--- config.mk ---
export PLATFORM = sky130hd
export DESIGN_NAME = imem_arbiter
export DESIGN_NICKNAME = d
export VERILOG_FILES = /design/src/source/fetch_pkg.sv /design/src/source/imem_arbiter.sv
export SDC_FILE = /design/constraint.sdc
export NUM_CORES = 1
export LEC_CHECK = 0
export BUFFER_PORTS_ARGS = -buffer_cell sky130_fd_sc_hd__buf_2
export CAP_MARGIN = 20
export CORE_AREA = 2 2 82 84
export DETAILED_ROUTE_END_ITERATION = 16
export DIE_AREA = 0 0 84 86
export MAX_ROUTING_LAYER = met4
export SLEW_MARGIN = 20
export SYNTH_ARGS = -nofsm -noshare
export SYNTH_HDL_FRONTEND = slang
export SYNTH_SLANG_ARGS = --single-unit
--- constraint.sdc ---
create_clock -name vclk -period 0.8
set_input_delay 0.08 -clock vclk [all_inputs]
set_output_delay 0.08 -clock vclk [all_outputs]
set_load 0.01 [all_outputs]
--- src/source/fetch_pkg.sv ---
/*
 * Fetch front end shared definitions.
 * Widths of addresses, instructions and packets, the reset PC,
 * the next-PC select codes and the memory arbiter grant values.
 */

`default_nettype none

package fetch_pkg;

    // ######################################################################
    // widths
    // ######################################################################
    localparam int CPU_ADDR_BITS = 32;   // byte address width.
    localparam int CPU_INST_BITS = 32;   // one instruction.
    localparam int FETCH_WIDTH   = 2;    // instructions per memory packet.
    localparam int PIPE_WIDTH    = 2;    // slots offered to the decoder.
    localparam int PACKET_BITS   = FETCH_WIDTH * CPU_INST_BITS;
    localparam int PACKET_BYTES  = 8;    // address step from one packet to the next.
    localparam int INST_BYTES    = CPU_INST_BITS / 8;

    // default PC after reset, the top level can override it.
    localparam logic [CPU_ADDR_BITS-1:0] PC_RESET = 32'h0000_0000;

    // ######################################################################
    // encodings
    // ######################################################################

    // next-PC source from the reorder buffer. Unlisted codes behave as PC_SEQ.
    typedef enum logic [2:0] {
        PC_SEQ      = 3'd0,
        PC_REDIRECT = 3'd1
    } pc_sel_t;

    // owner of the single instruction memory port in the current cycle.
    typedef enum logic [1:0] {
        GRANT_NONE  = 2'd0,
        GRANT_LOAD  = 2'd1,
        GRANT_FETCH = 2'd2
    } arb_grant_t;

endpackage

`default_nettype wire

--- src/source/imem_arbiter.sv ---
/*
 * Instruction memory arbiter.
 * Shares the single memory port between the program loader and the
 * fetch stage. The loader always wins. Byte addresses become packet indices.
 */

`timescale 1ns/1ps
`default_nettype none

module imem_arbiter #(
    parameter int mem_packets = 256
) (
    input  logic                                clk,
    input  logic                                rst,

    // program loader, writes only.
    input  logic                                load_val,
    input  logic [fetch_pkg::CPU_ADDR_BITS-1:0] load_addr,
    input  logic [fetch_pkg::PACKET_BITS-1:0]   load_data,
    output logic                                load_rdy,

    // fetch stage, reads only.
    input  logic                                fetch_val,
    input  logic [fetch_pkg::CPU_ADDR_BITS-1:0] fetch_addr,
    output logic                                fetch_rdy,

    // memory port.
    output logic                                mem_en,
    output logic                                mem_we,
    output logic [$clog2(mem_packets)-1:0]      mem_addr,
    output logic [fetch_pkg::PACKET_BITS-1:0]   mem_wdata,
    input  logic                                mem_ready
);

    import fetch_pkg::*;

    localparam int idx_bits = $clog2(mem_packets);
    localparam int off_bits = $clog2(PACKET_BYTES);

    arb_grant_t grant;

    always_comb begin
        if (load_val && mem_ready) begin
            grant = GRANT_LOAD;
        end else if (fetch_val && fetch_rdy) begin
            grant = GRANT_FETCH;
        end else begin
            grant = GRANT_NONE;
        end
    end

    // the memory accepts writes even while a read response is held.
    assign load_rdy  = mem_ready;
    assign fetch_rdy = !load_val && mem_ready;   // a write stalls fetch for one cycle.

    assign mem_en    = (grant != GRANT_NONE);
    assign mem_we    = load_val;
    assign mem_wdata = load_data;
    assign mem_addr  = (grant == GRANT_LOAD) ? load_addr[off_bits +: idx_bits]
                                             : fetch_addr[off_bits +: idx_bits];

    // the memory takes a write in every cycle, so a valid loader owns the port alone.
    a_one_owner: assert property (@(posedge clk) disable iff (rst)
        (load_val && !$past(rst)) |-> (grant == GRANT_LOAD && !fetch_rdy));

endmodule

`default_nettype wire

; ---- Yosys cells after proc, flatten, opt, wreduce, memory -nomap -nowiden
; Cells that the tools add are included.
[classes]
eq_ne = 1
muxes = 3
n_reduce_logical = 5
[ops]
columns = cell, n
row1 = $mux 8, 1
row2 = $mux 2, 2
row3 = $logic_and 1x1->1, 3
row4 = $eq 2x1->1 const B, 1
row5 = $reduce_bool 2->1, 1
row6 = $logic_not 1->1, 1
[word_totals]
word_cells = 9
inputBits = 133
ff_bits = 0

; ---- Logic depth before layout (Yosys ltp)
; Gate-level depths: netlist of the first run.
[logic_depth]
ltp_word = 7
ltp_mapped = 2
depth_no_buf = 2

; ---- Least setup slack after synthesis of the first run
; Ideal clock, no wire load.
[synth_timing]
path_kind = input -> output
start = input load_val
end = output mem_addr[0]
path_stages = 2
n_path_buf = 0
slack_ps = 139
required_time_ps = 720
arrival_time_ps = 581
path_cell_list = nand2_2 -> mux2_2
[synth_via]
elab_chain_len = 7
elab_cells_between_ends = 8
[synth_lines]
columns = item, line
row1 = from (decl), imem_arbiter.sv:17  ; input logic load_val,
row2 = $logic_not 1->1, imem_arbiter.sv:54  ; assign fetch_rdy = !load_val && mem_ready;
row3 = $logic_and 1x1->1, imem_arbiter.sv:54
row4 = $logic_and 1x1->1, imem_arbiter.sv:45  ; end else if (fetch_val && fetch_rdy) begin
row5 = $mux 2, imem_arbiter.sv:45
row6 = $mux 2 (*), imem_arbiter.sv:43  ; if (load_val && mem_ready) begin
row7 = $eq 2x1->1 (*), imem_arbiter.sv:59  ; assign mem_addr = (grant == GRANT_LOAD) ? load_addr[off_bits +: idx_bits]
row8 = $mux 8 (*), imem_arbiter.sv:59
row9 = to (decl), imem_arbiter.sv:30  ; output logic [$clog2(mem_packets)-1:0] mem_addr,
; Every way passes the cells marked *; elsewhere a longest branch is shown, timed or not.

; ---- Worst setup path after layout of the first run
[layout_timing]
start = input mem_ready
end = output mem_addr[7]
[layout_via]
elab_chain_len = 6
elab_cells_between_ends = 7
[layout_lines]
columns = item, line
row1 = from (decl), imem_arbiter.sv:32  ; input logic mem_ready
row2 = $logic_and 1x1->1, imem_arbiter.sv:54
row3 = $logic_and 1x1->1, imem_arbiter.sv:45
row4 = $mux 2, imem_arbiter.sv:45
row5 = $mux 2 (*), imem_arbiter.sv:43
row6 = $eq 2x1->1 (*), imem_arbiter.sv:59
row7 = $mux 8 (*), imem_arbiter.sv:59
; Marked as above.

==> results of run 1 <==
[power by group]
group,leakage (µW),internal [µW],switching [µW]
combinational,0.000239,165,90.1
clock,0.00000000634,0.000168,0
sequential,0,0,0
[path summary, 6_finish.rpt]
path | slack (ns) | end | startpoint | depth (start not counted)
min | 0.16 | mem_wdata[24] | load_data[24] | 0
max | -0.008 | mem_addr[7] | mem_ready | 4
[worst max-delay path, stage by stage]
cell	delay (ns)
buf_8	0.11
nand2_8	0.10
mux2_4	0.31
buf_6	0.12
[routing by layer]
layer | wire length, µm | vias to the layer above | share of wire (%)
met5 | 0 | - | 0
met4 | 118 | 0 | 9.9
met3 | 254 | 20 | 21
met2 | 636 | 56 | 54
met1 | 179 | 129 | 15
li1 | - | 110 | -
[per-stage QoR]
step	TNS (ns)	hold slack (ns)	util (%)
global placement	-0.905	0.160	5.92
detailed placement	-1.20	0.160	5.92
floorplan	0	0.252	-
finish	-0.0367	0.160	7.83
global route	-0.199	0.160	7.83
CTS	-0.0377	0.160	7.79
[cells in the final DEF (no fill, tap or decap)]
master	instances
and2b_2	1
buf_2	21
buf_4	2
buf_6	9
buf_8	1
diode_2	1
mux2_4	8
nand2_8	1
o21a_1	1
[layout make-up]
cell class / count / area share, %
repair buffers: 33 / 48.1
multi-input cells: 11 / 31.8
well taps: 77 / 19.6
diodes: 1 / 0.509
[what timing repair did]
action,CTS,global route
setup endpoints to repair,8,8
pin swaps,1,0
hold endpoints to repair,0,0
buffers inserted,1,0
hold buffers,0,0
resized for setup,23,0
[kinds of logic (layout without fill, tap and decap cells)]
group / after synthesis / after routing / share of synthesized area (%)
buf+inv: 66 / 33 / 81.5
compound gates: 1 / 1 / 1.24
simple gates: 2 / 2 / 2.47
other cells: 0 / 1 / 0
mux: 8 / 8 / 14.8
==> flow_summary.yaml, run 1 <==
logic_synthesis:
  ys_top_cells_by_count: "buf_4 (66), mux2_2 (8), and2b_2 (1), nand2_2 (1), o21a_1 (1)"
  synth.most_common_cell: "buf_4"
  netlist_instances: 77
  syn-cell-area_um2: 608
  synth.avg_cell_area_um2: 7.90
  synth_top_cell_by_area: "buf_4"
  ys_warn_count: 0
  postSynthNetCount: 210
  yosysUniqueCellTypes: 5
  synth_top_area_share_pct: 81.5
  netlist_top_cells_area: "buf_4 (81%), mux2_2 (15%), and2b_2 (1.4%)"
  ys_seq_area_share_pct: 0
layout:
  seq_area_um2: 0
  areaGrowthSynthToFinish_pct: -19.1
  num-fill-cells: 720
  seq_cells: 0
  drive_gt1_share_pct: 97.7
  final_area_um2: 492
  nNetsFinal: 179
  n_clock_buffer: 0
  multi_input_area_um2: 156
  final_cells: 122
route:
  vias: 315
  wirelength_um: 1190
  drtIter0Drc: 0
  vias_per_cell: 2.58
  routedWlPerCell_um: 9.74
  first_pass_iters: 1
  detail-route-antenna-nets: 0
  drcViolationCount: 0
min_path:
  hold_class: "input port to primary output"
global_route:
  grt_pass1_wl_um: 1700
  grt-ovfl-total: 0
  grtUsageMet3_pct: 2.02
  grt_start_max_net_pins: 9
  gr-usage-met2_pct: 5.75
  grt_pass1_vias: 350
  grt.total_usage_pct: 3.05
  met1_usage_pct: 1.14
  antenna_found_initial: 1
  grt_busiest_layer: "met2"
timing:
  fin_crit_sh_pct: 101
  max_freq_mhz: 1240
  fin_ws_ns: -0.00834
  slew_headroom_pct: 93.0
  finalHoldViolations: 0
  slew_viol_final: 0
  setup_violations: 8
  rsz0062_at_grt: "true"
  tightest_slew_ns: 0.105
  final.min_clock_period_ns: 0.808
placed_design:
  io_buffer_count: 31
  gp_congestion: 0.417
  post-place-ws_ns: -0.154
  dpl.hpwl_um: 952
  place_area_um2: 372
  placedCellCount: 120
floorplan:
  core_um2: 6280
  io_pins: 209
  die_area_um2: 7220
  die_width_um: 84
  row_count: 29
  start_util_pct: 9.69
  die_height_um: 86
pwr:
  ir_drop_mv: 0.123
  power_density_nw_per_um2: 520
  total_power_uw: 255
  p_leak_uw: 0.000239
critical_path:
  critPathKind: "input port to primary output"
  worstPathRequired_ns: 0.72
  endpoint_kind: "primary output"
  crit_arrival_ns: 0.73
  start_kind: "input port"
  crit_fanout: 8
outcome:
  status: "finished, violations left"
  failed_checks: "negative setup slack"
run:
  max_cap_violations: 0
Note: power is estimated with default switching activity, not from simulation.
==> inputs of run 2 (changes only) <==
- ABC_AREA: unset -> 1
- SETUP_SLACK_MARGIN: unset -> 0.3
==> run 2 against run 1 <==
Against the previous run:
- the flow now finishes without violations
- setup slack better by 0.069 ns
- die area stayed put
- non-clock buffer count grew 4
- critical path depth up 2
- critical path type unchanged
- largest cell class unchanged
==> flow_summary.yaml, run 2 <==
outcome:
  status: "finished clean"
timing:
  fin_crit_sh_pct: 92.4
  setup_violations: 0
  slew_headroom_pct: 91.6
  final.min_clock_period_ns: 0.739
  tightest_slew_ns: 0.125
  rsz0062_at_grt: "true"
  finalHoldViolations: 0
  fin_ws_ns: 0.0606
  slew_viol_final: 0
  finalSetupTns_ns: 0
  max_freq_mhz: 1350
  whs_ns: 0.160
global_route:
  grt.total_usage_pct: 4.52
  grt_start_max_net_pins: 9
  grt-ovfl-total: 0
  grt_pass1_vias: 435
  grt_pass1_wl_um: 2430
  antenna_found_initial: 0
layout:
  areaGrowthSynthToFinish_pct: 0.387
  mostFrequentLayoutCell: "buf_2"
  final_cell_mix: "buf_2 (19), nand2_2 (15), buf_6 (10), nand3_1 (7), buf_12 (3)"
  drive_gt1_share_pct: 87.9
  seq_cells: 0
  final_cells: 143
  n_antenna_cell: 0
  nNetsFinal: 201
  n_clock_buffer: 0
  seq_area_um2: 0
route:
  drcViolationCount: 0
  vias_per_cell: 2.78
  routedWlPerCell_um: 11.3
  detail-route-antenna-nets: 0
  first_pass_iters: 2
  wirelength_um: 1610
  vias: 397
  drtIter0Drc: 3
placed_design:
  placedCellCount: 140
  dpl.hpwl_um: 1200
  post-place-ws_ns: 0.0141
  gp_congestion: 0.613
  io_buffer_count: 31
floorplan:
  die_area_um2: 7220
  io_pins: 209
  die_width_um: 84
  row_count: 29
  core_um2: 6280
  start_util_pct: 10.3
  die_height_um: 86
logic_synthesis:
  postSynthNetCount: 230
  ys_warn_count: 0
  ys_top_cells_by_count: "buf_4 (66), nand2_1 (16), nand3_1 (8)"
  netlist_instances: 97
  synth.avg_cell_area_um2: 6.67
  syn-cell-area_um2: 647
  synth_top_area_share_pct: 76.6
  synth_top_cell_by_area: "buf_4"
  ys_seq_area_share_pct: 0
  synth.most_common_cell: "buf_4"
  yosysUniqueCellTypes: 8
  netlist_top_cells_area: "buf_4 (77%), nand2_1 (9.3%), nand3_1 (6.2%)"
critical_path:
  crit_arrival_ns: 0.66
  worstPathRequired_ns: 0.72
  crit_end: "mem_addr[3]"
  crit_fanout: 8
  start_kind: "input port"
  critPathLaunch: "mem_ready"
  critPathKind: "input port to primary output"
  endpoint_kind: "primary output"
pwr:
  p_leak_uw: 0.000295
  power_density_nw_per_um2: 551
  ir_drop_mv: 0.123
run:
  max_cap_violations: 0
min_path:
  hold_class: "input port to primary output"
## run 2: changes by cell type after synthesis
cell and delta:
mux2_2 -8, and2b_2 -1, buf_6 +1, nand2_4 +1
o21a_1 -1, nand2_1 +16, nor2_1 +3, inv_1 +1
nand2_2 -1, clkbuf_8 +1, nand3_1 +8
## run 2: kinds of logic (layout without fill, tap and decap cells)
| kind of cell | Yosys count | in the layout | synth area share [%] |
|---|---|---|---|
| AND/OR/NAND/NOR | 28 | 28 | 19.0 |
| buffers and inverters | 69 | 38 | 81.0 |
## run 2: routing by layer
layer,GRT usage (%),part of all wire [%],vias to the layer above
met3,1.54,14,28
met1,3.54,30,170
met4,4.84,9.5,0
met2,7.85,46,28
li1,-,-,171
met5,-,0,-
## run 2: where the power goes
group / switching [µW] / total [µW] / leakage [µW] / internal (µW)
logic: 148 / 358 / 0.000295 / 210
registers: 0 / 0 / 0 / 0
clock network: 0 / 0 / 0 / 0
total: 148 / 358 / 0.000295 / 210
## run 2: critical path, cell delays in order
cell     delay [ns]
buf_12         0.12
buf_12         0.13
nand2_8        0.10
nand2_2        0.06
nand2_2        0.07
buf_6          0.10
## run 2: metrics by stage
stage / power [µW] / util, % / area [µm²]
after global routing: 388 / 10.3 / 649
after detailed placement: 236 / 7.35 / 462
after global placement: 230 / 7.35 / 462
after CTS: 355 / 10.0 / 629
after floorplan: 452 / - / 694
final: 358 / 10.3 / 649
## run 2: timing repair
action | in CTS | in global routing
setup endpoints to repair | 12 | 12
cloned | 2 | 0
hold buffers | 0 | 0
gates resized for setup | 28 | 4
pin swaps | 2 | 1
buffers inserted | 0 | 1
## run 2: worst min path at each step
stage | start | end | slack, ns | cells past startpoint
floorplan | mem_ready | load_rdy | 0.25 | 1
global placement | load_data[10] | mem_wdata[10] | 0.16 | 0
detailed placement | load_data[10] | mem_wdata[10] | 0.16 | 0
CTS | load_data[10] | mem_wdata[10] | 0.16 | 0
global route | load_data[38] | mem_wdata[38] | 0.16 | 0
finish | load_data[20] | mem_wdata[20] | 0.16 | 0
## run 2: final cells by class
type	instances	area (µm²)
Timing Repair Buffer	37	360
Multi-Input combinational cell	28	186
Tap cell	77	96.3
Inverter	1	6.26
Fill cell	724	5630
==> inputs of run 3 (changes only) <==
- PLACE_DENSITY: unset -> 0.62
==> run 3 against run 2 <==
Against the previous run:
- first-iteration DRC count down 100%
- setup slack better by 0.10 ns
- non-clock buffer count fell by 4
- fmax increased by 16%
- flip-flop and latch count stayed put
- core utilization fell by 0.80 points
- highest routed layer unchanged
==> flow_summary.yaml, run 3 (synthesized netlist as in run 2, its figures left out) <==
timing:
  slew_headroom_pct: 92.2
  finalSetupTns_ns: 0
  tightest_slew_ns: 0.117
  fin_crit_sh_pct: 79.8
  final.min_clock_period_ns: 0.639
  slew_viol_final: 0
  max_freq_mhz: 1570
  setup_violations: 0
  rsz0062_at_grt: "true"
  finalHoldViolations: 0
critical_path:
  start_kind: "input port"
  worstPathRequired_ns: 0.72
  critPathLaunch: "mem_ready"
  crit_fanout: 8
  critPathKind: "input port to primary output"
  crit_end: "mem_addr[3]"
  endpoint_kind: "primary output"
  crit_arrival_ns: 0.56
clocking:
  cts_hold_buf: 0
  post_cts_buffers: 0
route:
  vias: 425
  first_pass_iters: 1
  drcViolationCount: 0
  vias_per_cell: 3.06
  routedWlPerCell_um: 12.7
  wirelength_um: 1760
  drtIter0Drc: 0
  detail-route-antenna-nets: 0
pwr:
  power_density_nw_per_um2: 542
  p_leak_uw: 0.000268
  ir_drop_mv: 0.127
layout:
  drive_gt1_share_pct: 93.5
  final_area_um2: 599
  nNetsFinal: 197
  seq_area_um2: 0
  n_clock_buffer: 0
  seq_cells: 0
  mostFrequentLayoutCell: "buf_2"
  n_antenna_cell: 0
  final_cell_mix: "buf_2 (21), nand2_2 (15), buf_6 (8), nand3_1 (4), nand3_2 (4)"
  areaGrowthSynthToFinish_pct: -7.35
  final_cells: 139
global_route:
  grt_pass1_wl_um: 2420
  grt_pass1_vias: 438
  grt-ovfl-total: 0
  grt_start_max_net_pins: 9
  antenna_found_initial: 0
  grt.total_usage_pct: 4.58
floorplan:
  die_width_um: 84
  start_util_pct: 10.3
  die_area_um2: 7220
  row_count: 29
  core_um2: 6280
  io_pins: 209
  die_height_um: 86
placed_design:
  io_buffer_count: 31
  place_area_um2: 414
  dpl.hpwl_um: 1180
  placedCellCount: 137
  gp_congestion: 0.598
min_path:
  hold_class: "input port to primary output"
  hp-start: "load_data[6]"
run:
  max_cap_violations: 0
outcome:
  status: "finished clean"
==> run 3: repair_timing <==
item | CTS | global route
setup endpoints to repair | 12 | 10
cloned | 2 | 0
pin swaps | 9 | 2
resized for setup | 32 | 1
==> run 3: critical path: stages <==
cell and delay [ns]:
buf_12 0.12, nand2_8 0.12, nand2_2 0.07, nand2_2 0.07
buf_6 0.09
==> run 3: area by class of cell <==
class / count / area [µm²]
inverter: 1 / 3.75
timing repair buffer: 33 / 290
fill: 728 / 5680
tap: 77 / 96.3
multi-input combinational: 28 / 209
==> run 3: how the worst min path moves through the flow <==
stage	endpoint	cells past startpoint
2_1_floorplan	load_rdy	1
3_3_place_gp	mem_wdata[0]	0
3_5_place_dp	mem_wdata[0]	0
4_1_cts	mem_wdata[0]	0
5_1_grt	mem_wdata[46]	0
6_report	mem_wdata[6]	0
==> run 3: metrics by stage <==
stage	hold WS (ns)	total power (µW)	setup slack, ns	util (%)
after floorplan	0.252	452	0.293	-
after global placement	0.160	201	-0.0679	6.60
after detailed placement	0.160	204	-0.0837	6.60
after CTS	0.160	326	0.174	9.47
after global routing	0.160	351	0.140	9.55
final	0.160	325	0.161	9.55
==> run 3: power breakdown <==
group	internal (µW)	leakage (µW)	switching [µW]
registers	0	0	0
logic	182	0.000268	143
clock network	0	0	0
total	182	0.000268	143
==> run 3: routing by layer <==
layer	GRT usage (%)	part of all wire, %	vias to the layer above
met1	4.29	31	180
met2	7.42	44	43
met3	0.962	13	38
met5	-	0	-
met4	5.13	11	0
li1	-	-	164
