### src/source/fetch_pkg.sv
/*
 * Fetch front end shared definitions.
 * Widths of addresses, instructions and packets, the reset PC,
 * the next-PC select codes and the memory arbiter grant values.
 */

`default_nettype none

package fetch_pkg;

    // ######################################################################
    // widths
    // ######################################################################
    localparam int CPU_ADDR_BITS = 32;   // byte address width.
    localparam int CPU_INST_BITS = 32;   // one instruction.
    localparam int FETCH_WIDTH   = 2;    // instructions per memory packet.
    localparam int PIPE_WIDTH    = 2;    // slots offered to the decoder.
    localparam int PACKET_BITS   = FETCH_WIDTH * CPU_INST_BITS;
    localparam int PACKET_BYTES  = 8;    // address step from one packet to the next.
    localparam int INST_BYTES    = CPU_INST_BITS / 8;

    // default PC after reset, the top level can override it.
    localparam logic [CPU_ADDR_BITS-1:0] PC_RESET = 32'h0000_0000;

    // ######################################################################
    // encodings
    // ######################################################################

    // next-PC source from the reorder buffer. Unlisted codes behave as PC_SEQ.
    typedef enum logic [2:0] {
        PC_SEQ      = 3'd0,
        PC_REDIRECT = 3'd1
    } pc_sel_t;

    // owner of the single instruction memory port in the current cycle.
    typedef enum logic [1:0] {
        GRANT_NONE  = 2'd0,
        GRANT_LOAD  = 2'd1,
        GRANT_FETCH = 2'd2
    } arb_grant_t;

endpackage

`default_nettype wire

### src/source/fetch.sv
/*
 * Fetch stage.
 * Generates the address of the next two-instruction packet, follows
 * redirects from the reorder buffer and tags each memory response with
 * its PC before it enters the instruction buffer.
 */

`timescale 1ns/1ps
`default_nettype none

module fetch #(
    parameter logic [fetch_pkg::CPU_ADDR_BITS-1:0] pc_reset = fetch_pkg::PC_RESET,
    parameter int ib_depth = 4
) (
    input  logic                                clk,
    input  logic                                rst,
    input  logic                                flush,

    // redirect from the reorder buffer.
    input  fetch_pkg::pc_sel_t                  pc_sel,
    input  logic [fetch_pkg::CPU_ADDR_BITS-1:0] rob_pc,

    // request to the memory arbiter.
    input  logic                                imem_req_rdy,
    output logic                                imem_req_val,
    output logic [fetch_pkg::CPU_ADDR_BITS-1:0] imem_req_addr,

    // response from the instruction memory.
    output logic                                imem_rec_rdy,
    input  logic                                imem_rec_val,
    input  logic [fetch_pkg::PACKET_BITS-1:0]   imem_rec_packet,

    // decoder side.
    input  logic                                decoder_rdy,
    output logic                                fetch_val,
    output logic [fetch_pkg::CPU_INST_BITS-1:0] insts    [fetch_pkg::PIPE_WIDTH],
    output logic [fetch_pkg::CPU_ADDR_BITS-1:0] inst_pcs [fetch_pkg::PIPE_WIDTH]
);

    import fetch_pkg::*;

    logic [CPU_ADDR_BITS-1:0] pc;       // address of the next packet to request.
    logic [CPU_ADDR_BITS-1:0] rec_pc;   // PC of the response that follows.
    logic                     redirect;
    logic                     req_fire;

    assign redirect = flush && (pc_sel == PC_REDIRECT);

    // a redirect takes effect on the request of the same cycle.
    assign imem_req_addr = redirect ? rob_pc : pc;

    // only ask for a packet when the buffer can take its response.
    assign imem_req_val = imem_req_rdy && imem_rec_rdy;
    assign req_fire     = imem_req_val && imem_req_rdy;

    always_ff @(posedge clk) begin
        if (rst) begin
            pc <= pc_reset;
        end else if (req_fire) begin
            pc <= imem_req_addr + CPU_ADDR_BITS'(PACKET_BYTES);
        end else if (redirect) begin
            pc <= rob_pc;   // redirect seen while the port was busy.
        end
    end

    // the memory answers one request at a time, so one tag is enough.
    always_ff @(posedge clk) begin
        if (req_fire) begin
            rec_pc <= imem_req_addr;
        end
    end

    inst_buffer #(
        .ib_depth(ib_depth)
    ) inst_buffer_i (
        .clk        (clk),
        .rst        (rst),
        .flush      (flush),
        .rec_pc     (rec_pc),
        .rec_val    (imem_rec_val),
        .rec_packet (imem_rec_packet),
        .rec_rdy    (imem_rec_rdy),
        .decoder_rdy(decoder_rdy),
        .fetch_val  (fetch_val),
        .insts      (insts),
        .inst_pcs   (inst_pcs)
    );

endmodule

`default_nettype wire

### src/source/inst_buffer.sv
/*
 * Instruction buffer.
 * Circular FIFO of fetched packets with their PCs. Each entry is offered
 * to the decoder as PIPE_WIDTH instruction slots. A flush empties the
 * queue and discards a memory response that was still in flight.
 */

`timescale 1ns/1ps
`default_nettype none

module inst_buffer #(
    parameter int ib_depth = 4
) (
    input  logic                                clk,
    input  logic                                rst,
    input  logic                                flush,

    input  logic [fetch_pkg::CPU_ADDR_BITS-1:0] rec_pc,
    input  logic                                rec_val,
    input  logic [fetch_pkg::PACKET_BITS-1:0]   rec_packet,
    output logic                                rec_rdy,

    input  logic                                decoder_rdy,
    output logic                                fetch_val,
    output logic [fetch_pkg::CPU_INST_BITS-1:0] insts    [fetch_pkg::PIPE_WIDTH],
    output logic [fetch_pkg::CPU_ADDR_BITS-1:0] inst_pcs [fetch_pkg::PIPE_WIDTH]
);

    import fetch_pkg::*;

    localparam int ptr_bits = (ib_depth > 1) ? $clog2(ib_depth) : 1;
    localparam int cnt_bits = $clog2(ib_depth + 1);

    logic [PACKET_BITS-1:0]   pkt_mem [ib_depth];
    logic [CPU_ADDR_BITS-1:0] pc_mem  [ib_depth];
    logic [ptr_bits-1:0]      wr_ptr;
    logic [ptr_bits-1:0]      rd_ptr;
    logic [cnt_bits-1:0]      count;
    logic                     drop;     // next response is stale.
    logic                     wr_en;
    logic                     rd_en;

    function automatic logic [ptr_bits-1:0] ptr_inc(input logic [ptr_bits-1:0] p);
        if (p == ptr_bits'(ib_depth - 1)) begin
            return '0;
        end
        return p + ptr_bits'(1);
    endfunction

    // keep one entry spare for the response that may already be on its way.
    assign rec_rdy   = (int'(count) + 2) <= ib_depth;
    assign fetch_val = (count != '0);

    assign wr_en = rec_val && rec_rdy && !flush && !drop;
    assign rd_en = fetch_val && decoder_rdy && !flush;

    // ######################################################################
    // control
    // ######################################################################
    always_ff @(posedge clk) begin
        if (rst) begin
            wr_ptr <= '0;
            rd_ptr <= '0;
            count  <= '0;
            drop   <= 1'b0;
        end else begin
            // a response stuck in the memory at the flush is old data.
            drop <= flush && rec_val && !rec_rdy;
            if (flush) begin
                wr_ptr <= '0;
                rd_ptr <= '0;
                count  <= '0;
            end else begin
                if (wr_en) wr_ptr <= ptr_inc(wr_ptr);
                if (rd_en) rd_ptr <= ptr_inc(rd_ptr);
                count <= count + cnt_bits'(wr_en) - cnt_bits'(rd_en);
            end
        end
    end

    always_ff @(posedge clk) begin
        if (wr_en) begin
            pkt_mem[wr_ptr] <= rec_packet;
            pc_mem[wr_ptr]  <= rec_pc;
        end
    end

    // slot i holds the instruction at PC + 4*i, the lowest address in the low bits.
    always_comb begin
        for (int i = 0; i < PIPE_WIDTH; i++) begin
            insts[i]    = pkt_mem[rd_ptr][i*CPU_INST_BITS +: CPU_INST_BITS];
            inst_pcs[i] = pc_mem[rd_ptr] + CPU_ADDR_BITS'(i * INST_BYTES);
        end
    end

    // ######################################################################
    // assertions
    // ######################################################################

    // a full queue shows as equal pointers while entries are still held.
    a_no_write_full: assert property (@(posedge clk) disable iff (rst)
        wr_en |-> !(wr_ptr == rd_ptr && count != '0));

endmodule

`default_nettype wire

### config.mk
export PLATFORM = sky130hd
export DESIGN_NAME = fetch
export DESIGN_NICKNAME = d
export VERILOG_FILES = /design/src/source/fetch_pkg.sv /design/src/source/fetch.sv /design/src/source/inst_buffer.sv
export SDC_FILE = /design/constraint.sdc
export NUM_CORES = 1
export LEC_CHECK = 0
export BUFFER_PORTS_ARGS = -buffer_cell sky130_fd_sc_hd__clkbuf_2
export CELL_PAD_IN_SITES_DETAIL_PLACEMENT = 1
export CELL_PAD_IN_SITES_GLOBAL_PLACEMENT = 1
export CORE_MARGIN = 8
export CORE_UTILIZATION = 35
export CTS_BUF_LIST = sky130_fd_sc_hd__clkbuf_4 sky130_fd_sc_hd__clkbuf_8
export DETAILED_ROUTE_END_ITERATION = 8
export PLACE_DENSITY = 0.72
export SLEW_MARGIN = 20
export SYNTH_ARGS = -nofsm -noshare
export SYNTH_HDL_FRONTEND = slang
export SYNTH_SLANG_ARGS = --single-unit
### constraint.sdc
create_clock -name clk -period 9.49 [get_ports clk]
set_input_delay 1.898 -clock clk [delete_from_list [all_inputs] [get_ports clk]]
set_output_delay 1.898 -clock clk [all_outputs]
set_load 0.01 [all_outputs]
* After elaboration in Yosys (flattened, before gate mapping) *
Memory sizes are Yosys's and may differ from the RTL's. A register that Yosys moved wholly into a read port is not among the register bits.
Index checks and enable logic that the tools add are counted.

storage, ports and cells
  RAM bits = 384
  register bits = 72
  output and inout bits = 163
  memories = 2
  word-level logic and storage cells = 54
  bits of input ports = 105

memory list
  name                   words  width  read ports  clocked after Yosys merged registers in  write ports  RTL line           source
  inst_buffer_i.pkt_mem  4      64     1           1                                        1            inst_buffer.sv:34  logic [PACKET_BITS-1:0] pkt_mem [ib_depth];
  inst_buffer_i.pc_mem   4      32     1           1                                        1            inst_buffer.sv:35  logic [CPU_ADDR_BITS-1:0] pc_mem [ib_depth];

cells by class
  eq/ne operators = 3
  reductions and logical operators = 15
  mux-type cells = 20
  order comparisons = 1
  add/sub/neg operators = 7

operators with widths
  operator                 count
  $mux W32                 2
  $add A32 B3 Y32 const B  1
  $add A32 B4 Y32 const B  1
  $le A32 B4 Y1 const B    1
  $mux W2                  8
  $logic_and A1 B1 Y1      10
  $mux W1                  10
  $add A2 B1 Y2 const B    2
  $add A3 B2 Y4 const B    1
  $eq A2 B2 Y1 const B     2
  $add A3 B1 Y3            1
  $eq A3 B1 Y1 const B     1
  $logic_not A1 Y1         3
  $reduce_bool A3 Y1       1
  $sub A3 B1 Y3            1
  $reduce_or A2 Y1         1

* Logic depth before layout (Yosys ltp) *
Gate-level depths: netlist (run 1).

  depth after elaboration = 9
  mapped depth = 13
  depth with buffers taken out = 9

* Modules after synthesis *
From an unflattened synthesis (run 1), not the netlist that was laid out.

second synthesis, totals
  cell total of the unflattened synthesis = 979
  area total of the unflattened synthesis = 18,256.3 µm²

by module, submodules not included
  module       times used  cells an instance  sequential area each (µm²)  area an instance (µm²)
  inst_buffer  1           644                11,731.3                    14,994.4
  fetch        1           335                1,601.5                     3,261.9

* Worst setup path after synthesis (run 1) *
OpenSTA, ideal clock, no wires.

  path type = input -> output
  from = input port pc_sel[2]
  to = output port imem_req_addr[3] in the netlist's numbering
  data required time = 7.592 ns
  buffers on the path = 3
  path slack = 4.411 ns
  arrival = 3.181 ns
  stages = 6
  cell sequence = and4bb_1 buf_4 clkbuf_1 clkbuf_1 nand2_1 nand2_1

on the way
  longest elaborated chain between the ends = 3

RTL lines
  element              RTL line     source
  start: declaration   fetch.sv:20  input fetch_pkg::pc_sel_t pc_sel,
  $eq A3 B1 Y1         fetch.sv:47  assign redirect = flush && (pc_sel == PC_REDIRECT);
  $logic_and A1 B1 Y1  fetch.sv:47
  $mux W32             n/a
  end: declaration     fetch.sv:26  output logic [fetch_pkg::CPU_ADDR_BITS-1:0] imem_req_addr,

No other way between the ends.

==> flow_metrics.py, run 1 <==
metrics = {
    "power": {
        "powerDensity_nw_per_um2": 198,
        "ir_drop_uv": 82.6,
        "power.leakage_nw": 7.58,
    },
    "grt": {
        "grt_max_degree": 57,
        "met1_usage": 0.187,
        "grt_pass1_vias": 10711,
        "busiest_layer": "met2",
        "use_met3": 0.0357,
        "grt_pass1_wl_um": 65800,
        "overflow": 0,
        "grt_use_total": 0.146,
        "grt_use_met2": 0.236,
        "antenna_found_initial": 0,
    },
    "yosys": {
        "synth_edf_count": 416,
        "synth_area_leaders": "edfxtp_1, mux4_2, dfxtp_1, nand2_1, xnor2_1",
        "synth-main-ff-cell": "edfxtp_1",
        "yosysSeqAreaShare": 0.744,
        "yosysMostFrequentCell": "edfxtp_1",
        "synth_fp_nets": 1063,
        "syn_area_per_cell_um2": 18.9,
        "ys_async_sr_fraction": 0,
        "syn_area_um2": 17900,
        "synth_top_area_cell": "edfxtp_1",
        "synth_seq_cells": 458,
        "synth_warnings": 0,
        "syn_inst": 947,
        "netlist_top_cells_count": "edfxtp_1, mux4_2, nand2_1",
        "synth_top_area_share": 0.697,
        "synth_cell_type_count": 54,
    },
    "timing": {
        "rsz0062_at_grt": "false",
        "finalHoldViolCount": 0,
        "maxClockFrequency_mhz": 169,
        "drv_slew": 0,
        "timing.final.ws_setup_ns": 3.56,
        "timing.final.crit_period_ns": 5.93,
        "fin_setup_tns_ns": 0,
        "worstMarginPinSlew_ns": 0.898,
        "setup_violations": 0,
        "finalClockSkew_ns": 0.0336,
        "min_period_over_period": 0.625,
        "slew_headroom": 0.402,
        "timing.hold.ws_ns": 0.464,
    },
    "detailed_routing": {
        "vias_per_cell": 4.83,
        "routed_wl_um": 43700,
        "via_count": 9727,
        "drt_iter0_markers": 489,
        "wl_per_cell_um": 21.7,
        "drt_pass1_iterations": 5,
        "ant_nets": 0,
        "route.detailed.drc": 0,
    },
    "cts": {
        "cts_resized": 0,
        "cts_root_buf": "clkbuf_8",
        "clockBufferDepth": 3,
        "h-tree-depth": 3,
        "cts-buffers-inserted": 82,
        "clk_pin_slew_worst_paths_ns": 0.06,
        "cts_setup_buffers": 0,
        "clkLatencyLatePin_ns": 0.64,
        "cts_tree": "done",
        "ctsHoldBuffers": 0,
        "cts_sinks": 458,
    },
    "finish": {
        "drive_above_1_share": 0.386,
        "num-nets-final": 1383,
        "regArea_um2": 13300,
        "fillerInstances": 5105,
        "final_area_um2": 21600,
        "final_core_util": 0.423,
        "flow.area_growth_from_synthesis_pct": 20.3,
        "multi_input_area_um2": 4290,
    },
    "critical_path": {
        "crit_required_ns": 7.59,
        "crit_type": "reg -> out",
        "cp-start-kind": "flop",
        "crit_fanout": 53,
        "end_kind": "output pin",
        "cp_data_arrival_time_ns": 4.04,
    },
    "floorplanning": {
        "die_x_um": 242,
        "start_util": 0.352,
        "die_height_um": 242,
        "coreArea_um2": 51000,
        "rows": 83,
        "dieArea_um2": 58700,
        "ios": 268,
    },
    "status": {
        "status": "finished, final reports clean",
    },
    "placement": {
        "dpl_cell_area_um2": 20000,
        "pre_cts_ws_ns": 4.04,
        "dpl.hpwl_um": 29900,
        "gp_congestion": 0.791,
        "io_buffers": 267,
    },
    "worst_hold_path": {
        "hold_class": "reg -> reg",
    },
    "run": {
        "cap_violations": 0,
    },
}
metrics by stage:
step                total power, mW  instances
floorplan                      2.43        947
global placement               2.55       1863
global route                   4.44       2013
CTS                            4.35       2013
detailed placement             2.56       1863
finish                         4.27       2014
cell usage in the layout, fill, tap and decap left out, types with 18 or more instances in the layout:
| master | instances |
|---|---|
| nor2_1 | 49 |
| nand3_1 | 22 |
| clkbuf_8 | 88 |
| mux4_2 | 84 |
| nor3_1 | 18 |
| clkbuf_4 | 20 |
| dfxtp_1 | 40 |
| nand2_1 | 82 |
| xnor2_1 | 34 |
| clkbuf_2 | 267 |
| edfxtp_1 | 416 |
| inv_1 | 21 |
| clkinv_1 | 23 |
layer usage:
metal,vias up,part of all wire
li1,4400,-
met5,-,0
met3,68,0.055
met4,0,0.028
met1,4957,0.43
met2,302,0.48
path summary, 6_finish.rpt:
| kind | from | to | slack [ns] | cells after the start |
|---|---|---|---|---|
| worst max-delay path | flop | inst_pcs[16] | 3.56 | 8 |
| worst min-delay path | pc[2] | pc[2] | 0.46 | 2 |
| worst max register to register | inst_buffer_i.count[1] | inst_buffer_i.pkt_mem[2][7] | 6.17 | 6 |
| worst min register to register | pc[2] | pc[2] | 0.46 | 2 |
cell families after synthesis:
family                   after synthesis  share of synthesized area
AND/OR/NAND/NOR                      222                     0.0615
AO/OA/AOI/OAI                         27                    0.00949
XOR/XNOR                              48                     0.0234
adder cells (fa/ha/maj)               11                    0.00809
buffers and inverters                 63                     0.0184
multiplexers                         118                      0.136
flip-flops                           458                      0.744
registers in the layout, summed over array words and instances, names as in the netlist, named ones only:
name	flops
inst_buffer_i.count	3
inst_buffer_i.drop	1
inst_buffer_i.pc_mem	128
inst_buffer_i.pkt_mem	256
inst_buffer_i.rd_ptr	2
inst_buffer_i.wr_ptr	2
pc	32
rec_pc	32
where the power goes:
| group | leakage [nW] | switching [mW] | internal [mW] |
|---|---|---|---|
| Sequential | 4.17 | 0.0211 | 2.25 |
| Combinational | 2.59 | 0.147 | 0.0921 |
| Clock | 0.829 | 0.794 | 0.965 |
| Total | 7.58 | 0.961 | 3.31 |
critical path: stages (launching register included):
cell,delay (ns)
dfxtp_4,0.77
buf_4,0.76
mux4_1,0.34
ha_1,0.23
and3_1,0.36
and2_4,0.23
nand3_1,0.20
xnor2_1,0.27
clkbuf_2,0.18
cell type report:
class | instances | area share
multi-input cells | 426 | 0.199
diodes | 1 | 0.000116
repair buffers | 277 | 0.0654
clock buffers | 108 | 0.0631
inverters | 22 | 0.00383
flip-flops and latches | 458 | 0.619
well taps | 680 | 0.0395
clock inverters | 42 | 0.0106
Note: power is estimated with default switching activity, not from simulation.
==> inputs of run 2 (changes only) <==
--- a/config.mk
+++ b/config.mk
@@ -12,7 +12,7 @@
 export CORE_UTILIZATION = 35
 export CTS_BUF_LIST = sky130_fd_sc_hd__clkbuf_4 sky130_fd_sc_hd__clkbuf_8
 export DETAILED_ROUTE_END_ITERATION = 8
-export PLACE_DENSITY = 0.72
+export PLACE_DENSITY = 0.74
 export SLEW_MARGIN = 20
 export SYNTH_ARGS = -nofsm -noshare
 export SYNTH_HDL_FRONTEND = slang
==> constraint.sdc (replaced) <==
create_clock -name clk -period 4.8 [get_ports clk]
set_input_delay 0.96 -clock clk [delete_from_list [all_inputs] [get_ports clk]]
set_output_delay 0.96 -clock clk [all_outputs]
set_load 0.01 [all_outputs]
==> run 2 against run 1 <==
Against the previous run: final area rose by 1.1%; global-route usage fell by 0.12 points; register-to-register slack got worse by 4.3 ns; die area did not move; combinational power rose by 98%; largest cell class unchanged; clock skew grew 0.018 ns; clock power up 120%; utilization grew 0.49 points; via count increased by 0.38%; sequential cell count unchanged; wire length down 0.78%; sequential share of layout area is 0.70 points lower.
==> flow_metrics.py, run 2 (synthesized netlist as in run 1, its figures left out) <==
metrics = {
    "status": {
        "status": "finished, final reports clean",
    },
    "detailed_routing": {
        "routed_wl_um": 43400,
        "via_count": 9764,
        "route.detailed.drc": 0,
        "drt_pass1_iterations": 6,
        "ant_nets": 0,
        "vias_per_cell": 4.85,
        "drt_iter0_markers": 445,
        "wl_per_cell_um": 21.5,
    },
    "power": {
        "pwr-share-clk": 0.434,
        "powerDensity_nw_per_um2": 402,
        "ir_drop_uv": 221,
        "power.leakage_nw": 7.70,
        "p_switching_mw": 1.91,
        "pwr-share-seq": 0.512,
        "p_comb_frac": 0.054,
        "swShare": 0.218,
        "internal_power_mw": 6.86,
    },
    "floorplanning": {
        "dieArea_um2": 58700,
        "die_x_um": 242,
        "rows": 83,
        "coreArea_um2": 51000,
        "die_height_um": 242,
        "start_util": 0.352,
        "ios": 268,
    },
    "cts": {
        "clk_pin_slew_worst_paths_ns": 0.06,
        "cts_root_buf": "clkbuf_8",
        "ctsHoldBuffers": 0,
        "clockBufferDepth": 3,
        "cts_resized": 0,
        "h-tree-depth": 3,
        "cts_tree": "done",
        "cts_sinks": 458,
        "clkLatencyLatePin_ns": 0.65,
        "cts-buffers-inserted": 77,
        "cts_setup_buffers": 0,
    },
    "placement": {
        "gp_congestion": 0.806,
        "io_buffers": 267,
        "pre_cts_ws_ns": 0.938,
        "dpl.hpwl_um": 30100,
    },
    "finish": {
        "fillerInstances": 5088,
        "drive_above_1_share": 0.391,
        "num-nets-final": 1387,
        "flow.area_growth_from_synthesis_pct": 21.6,
        "layout_common_cells": "edfxtp_1, clkbuf_2, mux4_2, clkbuf_8, nand2_1",
        "largestRegisters": "inst_buffer_i.pkt_mem: 256 flops, inst_buffer_i.pc_mem: 128 flops",
        "regMostFlops": "inst_buffer_i.pkt_mem",
        "largest_reg_flops": 256,
        "final_common_cell": "edfxtp_1",
    },
    "timing": {
        "fin_setup_tns_ns": 0,
        "setup_violations": 0,
        "timing.final.ws_setup_ns": 0.407,
        "rsz0062_at_grt": "false",
        "finalHoldViolCount": 0,
        "maxClockFrequency_mhz": 228,
        "finalClockSkew_ns": 0.0513,
        "slew_headroom": 0.329,
        "worstMarginPinSlew_ns": 1.01,
        "drv_slew": 0,
        "min_period_over_period": 0.915,
        "timing.final.crit_period_ns": 4.39,
    },
    "grt": {
        "grt_max_degree": 56,
        "overflow": 0,
        "antenna_found_initial": 1,
        "grt_pass1_wl_um": 65700,
        "grt_pass1_vias": 10755,
        "grt_use_total": 0.145,
    },
    "critical_path": {
        "cp_data_arrival_time_ns": 3.43,
        "end_kind": "output pin",
        "crit_type": "reg -> out",
        "crit_required_ns": 3.84,
        "cp-start-kind": "flop",
        "crit_fanout": 29,
    },
    "worst_hold_path": {
        "hold_class": "reg -> reg",
    },
    "run": {
        "cap_violations": 0,
    },
}
==> run 2: changes by cell type in the layout (fill, tap and decap cells not counted), moves of 3 or more <==
cell,delta
clkinv_8,+3
clkbuf_4,-5
clkbuf_8,-5
buf_12,+3
buf_4,+6
bufinv_16,+8
clkinv_1,-6
==> run 2: per-layer routing <==
metal  part of all wire  vias up  track usage
li1                   -     4409            -
met1               0.43     5008        0.179
met2               0.49      293        0.242
met3              0.062       54       0.0420
met4              0.019        0       0.0504
met5                  0        -            0
==> run 2: through the flow <==
step	total power [mW]	hold slack [ns]	instance area (um^2)	cells	util
2_1_floorplan	4.81	0.444	17900	947	-
3_3_place_gp	5.04	0.452	20100	1872	0.394
3_5_place_dp	5.07	0.462	20100	1872	0.394
4_1_cts	8.92	0.454	21800	2013	0.428
5_1_grt	9.11	0.478	21800	2014	0.428
6_report	8.77	0.466	21800	2015	0.428
==> run 2: worst max-delay path: stages, from the launching register on <==
cell,delay (ns)
dfxtp_4,0.55
buf_4,0.57
mux4_4,0.49
nand3_4,0.10
nor4_4,0.38
nand4_1,0.21
nor2_1,0.16
xor2_1,0.16
clkbuf_2,0.16
==> run 2: area by class of cell <==
type                            instances  area (um^2)  area share
Inverter                               22         82.6     0.00379
Clock buffer                           98         1250      0.0575
Multi-Input combinational cell        426         4290       0.197
Clock inverter                         43          475      0.0218
Sequential cell                       458        13300       0.612
Tap cell                              680          851      0.0390
Timing Repair Buffer                  286         1520      0.0695
Antenna cell                            2         5.00    0.000229
==> run 2: path summary, 6_finish.rpt <==
| path | to | from | cells past startpoint | slack [ns] |
|---|---|---|---|---|
| setup / recovery | inst_pcs[27] | flop | 8 | 0.41 |
| hold / removal | pc[0] | pc[0] | 2 | 0.47 |
| setup reg to reg | pc[12] | inst_buffer_i.count[1] | 8 | 1.87 |
| hold reg to reg | pc[0] | pc[0] | 2 | 0.47 |
==> run 2: power by group through the flow <==
stage	clock, mW	sequential [mW]	combinational, mW
after detailed placement	0	4.58	0.488
after global routing	4.09	4.50	0.517
after global placement	0	4.57	0.474
after CTS	3.94	4.49	0.489
final	3.81	4.49	0.473
after floorplan	0	4.56	0.246
==> inputs of run 3 (changes only) <==
==> constraint.sdc (replaced) <==
create_clock -name clk -period 4.8 [get_ports clk]
set_input_delay 0 -clock clk [delete_from_list [all_inputs] [get_ports clk]]
set_output_delay 0 -clock clk [all_outputs]
set_load 0.01 [all_outputs]
==> run 3 against run 2 <==
Against the previous run: via count up 3.7%; non-clock buffer count up 99; critical path type unchanged; sequential power about the same; global-route usage up 0.47 points.
==> flow_metrics.py, run 3 (synthesized netlist as in run 1, its figures left out) <==
metrics = {
    "status": {
        "status": "finished, final reports clean",
    },
    "floorplanning": {
        "die_height_um": 242,
        "start_util": 0.352,
        "dieArea_um2": 58700,
        "rows": 83,
        "coreArea_um2": 51000,
        "die_x_um": 242,
        "ios": 268,
    },
    "timing": {
        "min_period_over_period": 0.753,
        "slew_headroom": 0.388,
        "finalHoldViolCount": 0,
        "drv_slew": 0,
        "finalClockSkew_ns": 0.0294,
        "fin_setup_tns_ns": 0,
        "rsz0062_at_grt": "false",
        "timing.final.crit_period_ns": 3.62,
        "worstMarginPinSlew_ns": 0.918,
        "timing.final.ws_setup_ns": 1.18,
        "maxClockFrequency_mhz": 277,
        "setup_violations": 0,
    },
    "cts": {
        "clk_pin_slew_worst_paths_ns": 0.07,
        "cts_root_buf": "clkbuf_8",
        "cts_setup_buffers": 0,
        "cts-buffers-inserted": 78,
        "clockBufferDepth": 3,
        "cts_sinks": 458,
        "h-tree-depth": 3,
        "clkLatencyLatePin_ns": 0.64,
        "cts_tree": "done",
    },
    "finish": {
        "num-nets-final": 1487,
        "fillerInstances": 5029,
        "drive_above_1_share": 0.357,
        "layout_common_cells": "edfxtp_1, clkbuf_2, dlygate4sd3_1, mux4_2, nand2_1",
        "flow.area_growth_from_synthesis_pct": 26.4,
        "largest_reg_flops": 256,
        "largestRegisters": "inst_buffer_i.pkt_mem: 256 flops, inst_buffer_i.pc_mem: 128 flops",
        "regMostFlops": "inst_buffer_i.pkt_mem",
        "final_core_util": 0.445,
        "final_common_cell": "edfxtp_1",
    },
    "detailed_routing": {
        "ant_nets": 0,
        "vias_per_cell": 4.80,
        "drt_pass1_iterations": 4,
        "drt_iter0_markers": 453,
        "route.detailed.drc": 0,
        "routed_wl_um": 44200,
        "wl_per_cell_um": 20.9,
        "via_count": 10130,
    },
    "placement": {
        "gp_congestion": 0.781,
        "io_buffers": 267,
        "pre_cts_ws_ns": 1.66,
        "dpl.hpwl_um": 30000,
    },
    "critical_path": {
        "crit_cells": 8,
        "crit_chain": "buf_4, mux4_4, nand3_4, nor4_4, nand4_1, nor2_1, xor2_1, clkbuf_2",
        "end_kind": "output pin",
        "crit_type": "reg -> out",
        "rr_worst_depth": 8,
        "regToRegStartpoint": "inst_buffer_i.count[1]",
        "crit_required_ns": 4.80,
        "crit_path_max_incr_delay_ns": 0.63,
        "crit_family": "simple AND/OR/NAND/NOR gates",
        "cp_data_arrival_time_ns": 3.62,
        "crit_fanout": 35,
        "cp-start-kind": "flop",
        "cp_num_buf_inv": 2,
        "cp_slowest_cell": "buf_4",
    },
    "grt": {
        "grt_max_degree": 53,
        "overflow": 0,
        "grt_use_total": 0.150,
        "antenna_found_initial": 1,
        "grt_pass1_vias": 11224,
        "grt_pass1_wl_um": 68200,
    },
    "worst_hold_path": {
        "hold_depth": 2,
        "hold_class": "in -> reg",
        "min_from": "rst",
    },
    "power": {
        "power.leakage_nw": 8.04,
        "powerDensity_nw_per_um2": 379,
        "p_total_mw": 8.58,
        "ir_drop_uv": 161,
    },
    "run": {
        "cap_violations": 0,
    },
}
==> run 3: path summary, 6_finish.rpt <==
kind	endpoint	slack [ns]
worst max-delay path	inst_pcs[29]	1.18
worst min register to register	pc[1]	0.47
worst max register to register	pc[27]	1.74
worst min-delay path	pc[23]	0.07
==> run 3: through the flow <==
step / hold slack, ns / instance area (um^2) / cells
after CTS: 0.00551 / 22700 / 2110
after global placement: 0.214 / 20000 / 1865
final: 0.0668 / 22700 / 2112
after global routing: 0.0848 / 22700 / 2111
after detailed placement: 0.223 / 20000 / 1865
after floorplan: 0.0989 / 17900 / 947
==> run 3: final cells by class <==
cell class	instances	area (um^2)	share of cell area
flip-flops and latches	458	13300	0.589
inverters	22	82.6	0.00364
clock buffers	101	1260	0.0558
multi-input cells	426	4290	0.189
clock inverters	38	312	0.0137
well taps	680	851	0.0375
diodes	2	5.00	0.000221
repair buffers	385	2520	0.111
==> run 3: timing repair <==
item,in CTS,in global routing
hold endpoints to repair,330,0
hold buffers,106,0
gates resized for setup,0,0
==> run 3: routing by layer <==
metal  part of all wire  global-route usage  wire length (um)  vias up
li1                   -                   -                 -     4606
met4              0.029              0.0644              1290        0
met5                  0                   0                 0        -
met1               0.43               0.184             18900     5165
met2               0.48               0.244             21300      287
met3              0.061              0.0441              2710       72
==> run 3: power by group <==
part	internal [mW]	leakage, nW	switching (mW)
combinational	0.239	3.04	0.309
sequential	4.45	4.17	0.0426
clock	2.00	0.827	1.54
